[config.mk]
export PLATFORM = sky130hd
export DESIGN_NAME = dcache
export DESIGN_NICKNAME = d
export VERILOG_FILES = /design/src/dcache_pkg.sv /design/src/dcache_frame_array.sv /design/src/dcache_control_unit.sv /design/src/dcache.sv
export SDC_FILE = /design/constraint.sdc
export NUM_CORES = 2
export LEC_CHECK = 0
export BUFFER_PORTS_ARGS = -buffer_cell sky130_fd_sc_hd__buf_2
export CORE_AREA = 2 2 337 422
export DETAILED_ROUTE_END_ITERATION = 12
export DIE_AREA = 0 0 339 424
export GPL_TIMING_DRIVEN = 1
export SLEW_MARGIN = 40
export SYNTH_ARGS = -nofsm -noshare
export SYNTH_HDL_FRONTEND = slang
export SYNTH_SLANG_ARGS = --single-unit
[constraint.sdc]
create_clock -name CLK -period 13.19 [get_ports CLK]
set_clock_uncertainty 0.15 [all_clocks]
set_input_delay 1.9785 -clock CLK [delete_from_list [all_inputs] [get_ports CLK]]
set_output_delay 1.9785 -clock CLK [all_outputs]
set_load 0.01 [all_outputs]
[src/dcache_pkg.sv]
`default_nettype none

package dcache_pkg;

  // Address and data width.
  localparam int WORD_W = 32;

  typedef logic [WORD_W-1:0] word_t;

  // Address split: tag | index | block offset | byte offset.
  localparam int BYTE_OFF_W = 2;
  localparam int DBLK_W     = 1;  // Two words per block.
  localparam int DIDX_W     = 3;
  localparam int N_SETS     = 2**DIDX_W;
  localparam int DTAG_W     = WORD_W - DIDX_W - DBLK_W - BYTE_OFF_W;

  localparam int N_WAYS = 2;

  // Hit count lands here once the flush is done.
  localparam word_t HIT_COUNT_ADDR = 32'h0000_3100;

  // Control unit states.
  typedef enum logic [3:0] {
    IDLE,
    WB0,          // Victim word 0 out.
    WB1,          // Victim word 1 out.
    LOAD0,        // Fill word 0.
    LOAD1,        // Fill word 1, then tag and valid.
    FLUSH_CHECK,
    FLUSH_WB0,
    FLUSH_WB1,
    STORE_COUNT,
    FLUSHED
  } dcu_state_t;

endpackage

`default_nettype wire

[src/dcache_frame_array.sv]
`timescale 1ns/1ps
`default_nettype none

module dcache_frame_array
  import dcache_pkg::*;
(
  input  logic              CLK,
  input  logic              nRST,
  input  logic [DIDX_W-1:0] idx,
  input  logic [DTAG_W-1:0] tag,
  input  logic              blkoff,
  input  word_t             wdata,
  input  logic              write_word,
  input  logic              write_tag,
  input  logic              set_valid,
  input  logic              mark_dirty,
  output logic              hit,
  output logic              valid,
  output logic              dirty,
  output logic [DTAG_W-1:0] out_tag,
  output word_t             out_word0,
  output word_t             out_word1
);

  logic [N_SETS-1:0] valid_r;
  logic [N_SETS-1:0] dirty_r;
  logic [DTAG_W-1:0] tag_mem [N_SETS];
  word_t             word0_mem [N_SETS];
  word_t             word1_mem [N_SETS];

  // Status bits.
  always_ff @(posedge CLK, negedge nRST)
  begin
    if (!nRST)
    begin
      valid_r <= '0;
      dirty_r <= '0;
    end
    else if (write_word)
    begin
      dirty_r[idx] <= mark_dirty;  // Fill leaves it clean, store dirty.
      if (set_valid)
        valid_r[idx] <= 1'b1;
    end
  end

  // Tag and data storage.
  always_ff @(posedge CLK)
  begin
    if (write_word)
    begin
      if (blkoff)
        word1_mem[idx] <= wdata;
      else
        word0_mem[idx] <= wdata;
      if (write_tag)
        tag_mem[idx] <= tag;
    end
  end

  assign valid     = valid_r[idx];
  assign dirty     = dirty_r[idx];
  assign out_tag   = tag_mem[idx];
  assign out_word0 = word0_mem[idx];
  assign out_word1 = word1_mem[idx];

  // Valid entry with matching tag.
  assign hit = valid_r[idx] && (tag_mem[idx] == tag);

endmodule

`default_nettype wire

[src/dcache_control_unit.sv]
`timescale 1ns/1ps
`default_nettype none

module dcache_control_unit
  import dcache_pkg::*;
(
  input  logic              CLK,
  input  logic              nRST,
  input  logic              dmemREN,
  input  logic              dmemWEN,
  input  word_t             dmemaddr,
  input  logic              halt,
  input  logic              hit0,
  input  logic              hit1,
  input  logic              lru_sel,
  input  logic              victim_valid,
  input  logic              victim_dirty,
  input  logic [DTAG_W-1:0] victim_tag,
  input  word_t             victim_word0,
  input  word_t             victim_word1,
  input  logic              dwait,
  input  word_t             hit_count,
  output logic [DIDX_W-1:0] cache_idx,
  output logic [DTAG_W-1:0] cache_tag,
  output logic              cache_blkoff,
  output logic              fill_word,
  output logic              fill_last,
  output logic              fill_way,
  output logic              status_way,
  output logic              dREN,
  output logic              dWEN,
  output word_t             daddr,
  output word_t             dstore,
  output logic              counter_hold,
  output logic              flushed
);

  dcu_state_t state;
  dcu_state_t next_state;

  logic              mem_ready;
  logic              miss;
  logic              victim_wb;
  logic              flush_advance;
  logic              flush_last;
  logic [DIDX_W-1:0] flush_idx;
  logic              flush_way;
  logic [DTAG_W-1:0] req_tag;
  logic [DIDX_W-1:0] req_idx;
  logic              in_flush;

  assign mem_ready = ~dwait;

  // Request address fields.
  assign req_tag = dmemaddr[WORD_W-1 -: DTAG_W];
  assign req_idx = dmemaddr[BYTE_OFF_W+DBLK_W +: DIDX_W];

  assign miss      = (dmemREN || dmemWEN) && !hit0 && !hit1;
  assign victim_wb = victim_valid && victim_dirty;

  assign in_flush = (state == FLUSH_CHECK) || (state == FLUSH_WB0) ||
                    (state == FLUSH_WB1) || (state == STORE_COUNT) || (state == FLUSHED);

  // Step past a clean entry, or past one just written back.
  assign flush_advance = ((state == FLUSH_CHECK) && !victim_wb) ||
                         ((state == FLUSH_WB1) && mem_ready);
  assign flush_last    = (flush_idx == DIDX_W'(N_SETS-1)) && (flush_way == 1'(N_WAYS-1));

  always_ff @(posedge CLK, negedge nRST)
  begin
    if (!nRST)
    begin
      state     <= IDLE;
      fill_way  <= 1'b0;
      flush_idx <= '0;
      flush_way <= 1'b0;
    end
    else
    begin
      state <= next_state;
      if ((state == IDLE) && !halt && miss)
        fill_way <= lru_sel;  // LRU way takes the new block.
      if (flush_advance)
      begin
        // Ways inner, sets outer.
        if (flush_way == 1'(N_WAYS-1))
        begin
          flush_way <= 1'b0;
          flush_idx <= flush_idx + 1'b1;
        end
        else
          flush_way <= flush_way + 1'b1;
      end
    end
  end

  always_comb
  begin
    next_state = state;
    case (state)
      IDLE:
      begin
        if (halt)
          next_state = FLUSH_CHECK;
        else if (miss)
          next_state = victim_wb ? WB0 : LOAD0;
      end
      WB0:         if (mem_ready) next_state = WB1;
      WB1:         if (mem_ready) next_state = LOAD0;
      LOAD0:       if (mem_ready) next_state = LOAD1;
      LOAD1:       if (mem_ready) next_state = IDLE;
      FLUSH_CHECK:
      begin
        if (victim_wb)
          next_state = FLUSH_WB0;
        else if (flush_last)
          next_state = STORE_COUNT;
      end
      FLUSH_WB0:   if (mem_ready) next_state = FLUSH_WB1;
      FLUSH_WB1:
      begin
        if (mem_ready)
          next_state = flush_last ? STORE_COUNT : FLUSH_CHECK;
      end
      STORE_COUNT: if (mem_ready) next_state = FLUSHED;
      FLUSHED:     next_state = FLUSHED;  // Held until reset.
      default:     next_state = IDLE;
    endcase
  end

  // Way array addressing.
  always_comb
  begin
    cache_tag    = req_tag;
    cache_idx    = in_flush ? flush_idx : req_idx;
    cache_blkoff = dmemaddr[BYTE_OFF_W];
    case (state)
      WB0, LOAD0, FLUSH_WB0: cache_blkoff = 1'b0;
      WB1, LOAD1, FLUSH_WB1: cache_blkoff = 1'b1;
      default:               cache_blkoff = dmemaddr[BYTE_OFF_W];
    endcase
  end

  // Memory side requests and fill strobes.
  always_comb
  begin
    dREN      = 1'b0;
    dWEN      = 1'b0;
    daddr     = '0;
    dstore    = '0;
    fill_word = 1'b0;
    fill_last = 1'b0;
    case (state)
      WB0, FLUSH_WB0:
      begin
        dWEN   = 1'b1;
        daddr  = {victim_tag, cache_idx, 1'b0, {BYTE_OFF_W{1'b0}}};
        dstore = victim_word0;
      end
      WB1, FLUSH_WB1:
      begin
        dWEN   = 1'b1;
        daddr  = {victim_tag, cache_idx, 1'b1, {BYTE_OFF_W{1'b0}}};
        dstore = victim_word1;
      end
      LOAD0:
      begin
        dREN      = 1'b1;
        daddr     = {req_tag, req_idx, 1'b0, {BYTE_OFF_W{1'b0}}};
        fill_word = mem_ready;
      end
      LOAD1:
      begin
        dREN      = 1'b1;
        daddr     = {req_tag, req_idx, 1'b1, {BYTE_OFF_W{1'b0}}};
        fill_word = mem_ready;
        fill_last = mem_ready;  // Tag and valid with the last word.
      end
      STORE_COUNT:
      begin
        dWEN   = 1'b1;
        daddr  = HIT_COUNT_ADDR;
        dstore = hit_count;
      end
      default:
      begin
        dREN = 1'b0;
        dWEN = 1'b0;
      end
    endcase
  end

  assign status_way   = flush_way;
  assign counter_hold = in_flush;
  assign flushed      = (state == FLUSHED);

endmodule

`default_nettype wire

[src/dcache.sv]
`timescale 1ns/1ps
`default_nettype none

module dcache
  import dcache_pkg::*;
(
  input  logic  CLK,
  input  logic  nRST,
  input  logic  dmemREN,
  input  logic  dmemWEN,
  input  word_t dmemaddr,
  input  word_t dmemstore,
  input  logic  halt,
  input  logic  dwait,
  input  word_t dload,
  output logic  dhit,
  output word_t dmemload,
  output logic  flushed,
  output logic  dREN,
  output logic  dWEN,
  output word_t daddr,
  output word_t dstore
);

  logic [DIDX_W-1:0] cache_idx;
  logic [DTAG_W-1:0] cache_tag;
  logic              cache_blkoff;
  logic              fill_word;
  logic              fill_last;
  logic              fill_way;
  logic              status_way;
  logic              counter_hold;
  logic              lru_sel;
  logic              victim_sel;
  logic              hit_sel;
  logic [N_SETS-1:0] lru;
  word_t             hit_count;

  // Per-way signals.
  logic [N_WAYS-1:0] hit_w;
  logic [N_WAYS-1:0] valid_w;
  logic [N_WAYS-1:0] dirty_w;
  logic [N_WAYS-1:0] write_word_w;
  logic [N_WAYS-1:0] write_tag_w;
  logic [N_WAYS-1:0] set_valid_w;
  logic [N_WAYS-1:0] mark_dirty_w;
  logic [DTAG_W-1:0] tag_w   [N_WAYS];
  word_t             word0_w [N_WAYS];
  word_t             word1_w [N_WAYS];
  word_t             wdata_w [N_WAYS];

  dcache_frame_array u_frame0 (
    .CLK, .nRST,
    .idx(cache_idx), .tag(cache_tag), .blkoff(cache_blkoff),
    .wdata(wdata_w[0]), .write_word(write_word_w[0]), .write_tag(write_tag_w[0]),
    .set_valid(set_valid_w[0]), .mark_dirty(mark_dirty_w[0]),
    .hit(hit_w[0]), .valid(valid_w[0]), .dirty(dirty_w[0]),
    .out_tag(tag_w[0]), .out_word0(word0_w[0]), .out_word1(word1_w[0])
  );

  dcache_frame_array u_frame1 (
    .CLK, .nRST,
    .idx(cache_idx), .tag(cache_tag), .blkoff(cache_blkoff),
    .wdata(wdata_w[1]), .write_word(write_word_w[1]), .write_tag(write_tag_w[1]),
    .set_valid(set_valid_w[1]), .mark_dirty(mark_dirty_w[1]),
    .hit(hit_w[1]), .valid(valid_w[1]), .dirty(dirty_w[1]),
    .out_tag(tag_w[1]), .out_word0(word0_w[1]), .out_word1(word1_w[1])
  );

  assign lru_sel    = lru[cache_idx];
  assign victim_sel = counter_hold ? status_way : lru_sel;  // Flush walks the ways.

  dcache_control_unit u_control (
    .CLK, .nRST,
    .dmemREN, .dmemWEN, .dmemaddr, .halt,
    .hit0(hit_w[0]), .hit1(hit_w[1]), .lru_sel,
    .victim_valid(valid_w[victim_sel]), .victim_dirty(dirty_w[victim_sel]),
    .victim_tag(tag_w[victim_sel]),
    .victim_word0(word0_w[victim_sel]), .victim_word1(word1_w[victim_sel]),
    .dwait, .hit_count,
    .cache_idx, .cache_tag, .cache_blkoff,
    .fill_word, .fill_last, .fill_way, .status_way,
    .dREN, .dWEN, .daddr, .dstore,
    .counter_hold, .flushed
  );

  // Misses never hit, so only the flush needs masking.
  assign dhit = (dmemREN || dmemWEN) && (|hit_w) && !counter_hold;

  assign hit_sel  = hit_w[1];
  assign dmemload = cache_blkoff ? word1_w[hit_sel] : word0_w[hit_sel];

  // Store hits and fill data into the right way.
  always_comb
  begin
    for (int w = 0; w < N_WAYS; w++)
    begin
      wdata_w[w]      = dload;
      write_word_w[w] = 1'b0;
      write_tag_w[w]  = 1'b0;
      set_valid_w[w]  = 1'b0;
      mark_dirty_w[w] = 1'b0;
      if (dhit && dmemWEN && hit_w[w])
      begin
        wdata_w[w]      = dmemstore;
        write_word_w[w] = 1'b1;
        mark_dirty_w[w] = 1'b1;
      end
      else if (fill_word && (fill_way == 1'(w)))
      begin
        write_word_w[w] = 1'b1;
        write_tag_w[w]  = fill_last;
        set_valid_w[w]  = fill_last;
      end
    end
  end

  // LRU bit names the way that did not hit.
  always_ff @(posedge CLK, negedge nRST)
  begin
    if (!nRST)
      lru <= '0;
    else if (dhit)
      lru[cache_idx] <= ~hit_w[1];
  end

  always_ff @(posedge CLK, negedge nRST)
  begin
    if (!nRST)
      hit_count <= '0;
    else if (dhit && !counter_hold)
      hit_count <= hit_count + 1'b1;  // One per completed request.
  end

endmodule

`default_nettype wire

======== Yosys cells after proc, flatten, opt, wreduce, memory -nomap -nowiden ========
Memory sizes are Yosys's and may differ from the RTL's.
Index checks and enable logic that the tools add are counted.
Widths: inputs -> output; s select.
word-level totals
  memories kept ........................... 6
  ROM bits ................................ 0
  bits in latches ......................... 0
  bits in writable memories ............... 1440
  bits in registers ....................... 81
  input port bits ......................... 102
  output and inout bits ................... 100
operators by class
  bitwise gates (word level) .............. 7
  muxes and demuxes ....................... 87
  reduce and logical (&&, ||, !) cells .... 42
  divide/modulo/power cells ............... 0
  add/sub/neg operators ................... 3
  multiply operators ...................... 0
  shift-type cells ........................ 0
  equal/unequal tests ..................... 21
  $lt $le $gt $ge ......................... 5
memories
  name                depth  width  read ports  clocked after Yosys merged registers in  write ports  RTL line                  text
  u_frame0.word0_mem  8      32     1           0                                        1            dcache_frame_array.sv:28  word_t word0_mem [N_SETS];
  u_frame0.word1_mem  8      32     1           0                                        1            dcache_frame_array.sv:29  word_t word1_mem [N_SETS];
  u_frame1.word0_mem  8      32     1           0                                        1            dcache_frame_array.sv:28
  u_frame1.word1_mem  8      32     1           0                                        1            dcache_frame_array.sv:29
  u_frame0.tag_mem    8      26     1           0                                        1            dcache_frame_array.sv:27  logic [DTAG_W-1:0] tag_mem [N_SETS];
  u_frame1.tag_mem    8      26     1           0                                        1            dcache_frame_array.sv:27
operators with widths
  cell                   number
  $mux 32                15
  $pmux 32 s5            1
  $pmux 32 s3            1
  $mux 26                3
  $eq 26x26->1           2
  $mux 4                 12
  $mux 1                 42
  $pmux 4 s10            1
  $add 32x1->32 const B  1
  $bwmux 8               3
  $logic_and 1x1->1      19
  $eq 4x3->1 const B     4
  $or 8x8->8             2
  $bmux 1 s3             5
  $ne 2x2->1 const B     7
  $reduce_and 9->1       1
  $eq 4x2->1 const B     2
  $eq 4x4->1 const B     2
  $reduce_or 2->1        4
  $logic_or 1x1->1       6
  $reduce_and 2->1       3
  $reduce_or 3->1        2
  $logic_not 1->1        5
  $reduce_or 5->1        1
  17 further kinds       21

======== Logic depth before layout (Yosys ltp) ========
  word-level depth ........................ 18
  mapped depth ............................ 20
  depth with buffers taken out ............ 12

======== Hierarchy ========
From an unflattened synthesis, not the netlist that was laid out.
unflattened totals
  cells, all modules ...................... 3695
  area, all modules ....................... 62443.6 µm²
modules (own cells, without submodules)
  module                          sequential area each (µm²)  times used  cells each  area each (µm²)
  dcache_frame_array at u_frame0  22021.1                     1           1536        28152.0
  dcache_frame_array at u_frame1  22021.1                     1           1456        27819.2
  dcache                          1001.0                      1           467         4628.2
  dcache_control_unit             225.2                       1           236         1844.3

======== Worst setup path after synthesis ========
Ideal clock, no wire load.
  kind .................................... in2out
  from .................................... input port dmemaddr[3]
  to ...................................... output port dhit
  cell stages on the path ................. 13
  setup slack ............................. 5924 ps
  arrival ................................. 5137 ps
  path buffers ............................ 2
  required time ........................... 11061 ps
  path through ............................ or4b_1 > nand4_1 > or3_1 > buf_2 > buf_4 > a2111oi_0 > nor4_1 > xor2_1 > or4_1 > or4b_2 > nor3_1 > nor2_1 > nor2_1
on the way
  longest elaborated chain between the ends .. 7
ends and longest elaborated chain
  what                                        RTL line                    text
  from (decl)                                 dcache.sv:11                input word_t dmemaddr,
  $mux 3 (*)                                  dcache_control_unit.sv:135  cache_idx = in_flush ? flush_idx : req_idx;
  $mem_v2 8x26 or $bmux 1 s3 (tied branches)  n/a
  $eq 26x26->1 or $mux 1 (tied branches)      dcache_frame_array.sv:68    assign hit = valid_r[idx] && (tag_mem[idx] == tag);
  $logic_and 1x1->1                           dcache_frame_array.sv:68
  $reduce_or 2->1 (*)                         dcache.sv:88                assign dhit = (dmemREN || dmemWEN) && (|hit_w) && !counter_hold;
  $logic_and 1x1->1 (*) (2 in a row)          dcache.sv:88
  to (decl)                                   dcache.sv:16                output logic dhit,
Every way passes the cells marked *; elsewhere a longest branch is shown, timed or not. The select of a mux whose other input is x is not followed.

======== Worst setup path after layout ========
  from .................................... input port dmemaddr[3]
  to ...................................... output port dstore[10]
on the way
  longest elaborated chain between the ends .. 9
ends and longest elaborated chain
  what                                        RTL line                    text
  $mux 3 (*)                                  dcache_control_unit.sv:135
  $bmux 1 s3                                  dcache.sv:70                assign lru_sel = lru[cache_idx];
  $mux 1 (implied by the code)                dcache.sv:70
  $mux 1                                      dcache.sv:71                assign victim_sel = counter_hold ? status_way : lru_sel;
  $not 1->2 (implied by the code)             dcache.sv:79                .victim_word0(word0_w[victim_sel]), .victim_word1(word1_w[victim_sel]),
  $mux 32 (implied by the code) (3 in a row)  dcache.sv:79
  $pmux 32 s3 (*)                             dcache_control_unit.sv:153  case (state)
  to (decl)                                   dcache.sv:22                output word_t dstore
Marks and branches as above.

==> flow_summary.toml <==
[synthesis]
synth-edff-count = 1440
ys_seq_area_frac = 0.725
syn_area_um2 = 62500
synth-async-reset-ratio = 0.0533
syn_inst = 4141
avgSynthCellArea_um2 = 15.1
yosys_warnings = 0
ys_types = 94
ys_ff_latch = 1521
synth_ff_type = "edfxtp_1"

[worst_setup_path]
reg2reg_depth = 18
r2r_setup_slack_ns = 5.33
cp-start-kind = "primary input"
criticalPathCategory = "in -> out"
cp-end-kind = "primary output"
crit_fanout = 74
rr_endpoint = "u_frame0.word0_mem[6][6]$_DFFE_PP_"
r2r-start = "u_control.state[0]$_DFFE_PN0P_"
arrival_ns = 8.21
cp.required_ns = 11.06

[global_routing]
grt_pass1_vias = 37900
overflow = 0
grt_usage = 0.269
grt_max_degree = 132
antenna_found_initial = 34
grt_pass1_wl_mm = 278

[placement]
gp_congestion = 0.882
dp_slack_ns = 3.23
portBuffers = 197
dp_hpwl_mm = 114
postPlaceCellArea_um2 = 66100

[finish]
nNetsFinal = 4415
ff_latch_area_um2 = 45300
postLayoutCellArea_um2 = 71300
layout_common_cells = "1440 x edfxtp_1, 519 x a22oi_1, 329 x nand2_1, 196 x buf_2, 186 x mux2i_1"
multi_input_area_um2 = 16300
fillCellCount = 11700
syn_to_final_growth_pct = 14.1
drive_above_1_share = 0.150
layout_commonest_cell = "edfxtp_1"

[sta]
finalCritPeriodShare = 0.783
tns_ns = 0
setup_slack_ns = 2.86
maxSlewViolCount = 0
whs_ns = 0.305
fmax_mhz = 96.8
worst_pin_slew_ns = 0.917
rsz0062_at_grt = "false"
final.min_clock_period_ns = 10.33
slew_headroom = 0.382
finalSetupViolations = 0
hold_violations = 0

[clock_network]
cts.sinks = 1521
cts.hold.buffers_added = 0
cts_buffers = 154
insertion_delay_ns = 0.79
root_buffer = "clkbuf_16"
cts_tree = "built"
post_cts_buffers = 0
cts_resized = 0
cts_max_level = 4
cts_buffer_depth = 3
clkTransAtPathRegs_ns = 0.06

[routing]
drt_drc_violations_left = 0
wl_per_cell_um = 31.3
routed_wl_mm = 198
drt_iter0_markers = 4755
num_vias = 39700
ant_nets = 0
drtPass1Iterations = 6
viasPerCell = 6.28

[floorplan]
rows = 154
core_um2 = 140000
pin_count = 202
die-height_um = 424
die_w_um = 339
start_util = 0.446
die_area_um2 = 144000

[power_and_ir_drop]
clock_power_share = 0.217
p_per_area_nw_per_um2 = 274
combPwrFrac = 0.503
p_sw_mw = 8.85
p_int_mw = 10.7
p_leak_nw = 23.4
seqPwrFrac = 0.280
peakVddDrop_mv = 0.233
switching_share = 0.453

[status]
status = "finished, final reports clean"

[min_path]
hold_start = "u_frame0.valid_r[7]$_DFFE_PN0P_"
min_path_cells = 1
hold_class = "reg -> reg"
whs_endpoint = "u_frame0.valid_r[7]$_DFFE_PN0P_"

[flow_run]
cap_violations = 0
[worst max path at each step]
stage                            from         end  slack, ns  cells after the start
after CTS                 dmemaddr[3]  dstore[14]       3.21                     17
after detailed placement  dmemaddr[3]  dstore[14]       3.23                     17
after floorplan           dmemaddr[3]        dhit       5.92                     13
after global placement    dmemaddr[3]  dstore[14]       3.27                     17
final                     dmemaddr[3]  dstore[10]       2.86                     18
after global routing      dmemaddr[3]   dstore[7]       2.70                     18
[stage by stage]
| step | util | power (mW) | std cells |
|---|---|---|---|
| after floorplan | - | 11.0 | 4142 |
| after global placement | 0.470 | 15.1 | 6009 |
| after detailed placement | 0.472 | 15.2 | 6020 |
| after CTS | 0.507 | 19.5 | 6300 |
| after global routing | 0.509 | 20.2 | 6309 |
| final | 0.509 | 19.5 | 6318 |
[kinds of logic after synthesis]
kind of cell	synth area share
muxes	0.0455
DFF	0.725
buffers and inverters	0.0227
AOI/OAI and AO/OA	0.122
other	0.0000600
xor gates and xnor gates	0.0101
and+or+nand+nor	0.0747
adders and majority gates	0.000601
[cell usage after synthesis, types with 17 or more instances]
library cell | instances | area [um2]
o21ai_0 | 119 | 596
mux2i_1 | 186 | 1860
edfxtp_1 | 1440 | 43200
and4_1 | 68 | 596
buf_4 | 30 | 225
nand3_1 | 96 | 480
dfrtp_1 | 81 | 2030
a22oi_1 | 519 | 3900
nor2_1 | 128 | 480
nor3_1 | 72 | 360
a211oi_1 | 31 | 233
o221ai_1 | 17 | 149
a21oi_1 | 36 | 180
nand2_1 | 334 | 1250
a2111oi_0 | 19 | 166
inv_1 | 24 | 90.1
mux2_1 | 47 | 529
o211ai_1 | 90 | 676
xnor2_1 | 57 | 499
buf_2 | 59 | 295
o31a_1 | 26 | 228
mux2_2 | 40 | 450
clkbuf_1 | 175 | 657
nand4_1 | 104 | 651
buf_1 | 36 | 135
and3_1 | 30 | 188
[worst max-delay path: stages]
cell and delay (ns):
buf_2 0.12, or4b_1 0.43, nand4_1 0.12, or3_4 0.59, buf_4 0.51, nor3_2 0.10
buf_12 0.24, buf_16 0.26, a22oi_1 0.33, a32oi_1 0.16, a311oi_1 0.28, and3_4 0.68
buf_4 0.62, buf_4 0.62, nand2_1 0.13, o211ai_1 0.13, nand3_1 0.29, buf_2 0.25
[sequential cells by signal, summed over array words and instances, names as in the netlist, 3 cells and up]
name and count:
hit_count 32, u_control.state 4, u_frame1.dirty_r 8, u_control.flush_idx 3, u_frame1.tag_mem 208, u_frame0.valid_r 8
u_frame0.word1_mem 256, u_frame1.word1_mem 256, u_frame1.word0_mem 256, u_frame0.word0_mem 256, u_frame1.valid_r 8, lru 8
u_frame0.tag_mem 208, u_frame0.dirty_r 8
[metal layers]
metal,track usage,up-vias,part of all wire
li1,-,17000,-
met1,0.343,20200,0.38
met2,0.438,2041,0.48
met3,0.0605,394,0.089
met4,0.123,36,0.047
met5,0,-,0.0011
[area by class of cell]
type	count	share of cell area
Sequential cell	1521	0.635
Tap cell	1872	0.0329
Antenna cell	12	0.000421
Multi-Input combinational cell	2295	0.229
Clock inverter	87	0.0121
Timing Repair Buffer	314	0.0321
Inverter	24	0.00126
Clock buffer	193	0.0570
[power by group through the flow]
stage / Combinational (mW) / Clock [mW] / Sequential [mW]
CTS: 9.69 / 4.30 / 5.47
global route: 10.3 / 4.48 / 5.48
global placement: 9.55 / 0 / 5.57
floorplan: 5.51 / 0 / 5.53
finish: 9.83 / 4.24 / 5.47
detailed placement: 9.65 / 0 / 5.57
No activity file was read; power rests on OpenSTA's default activity.
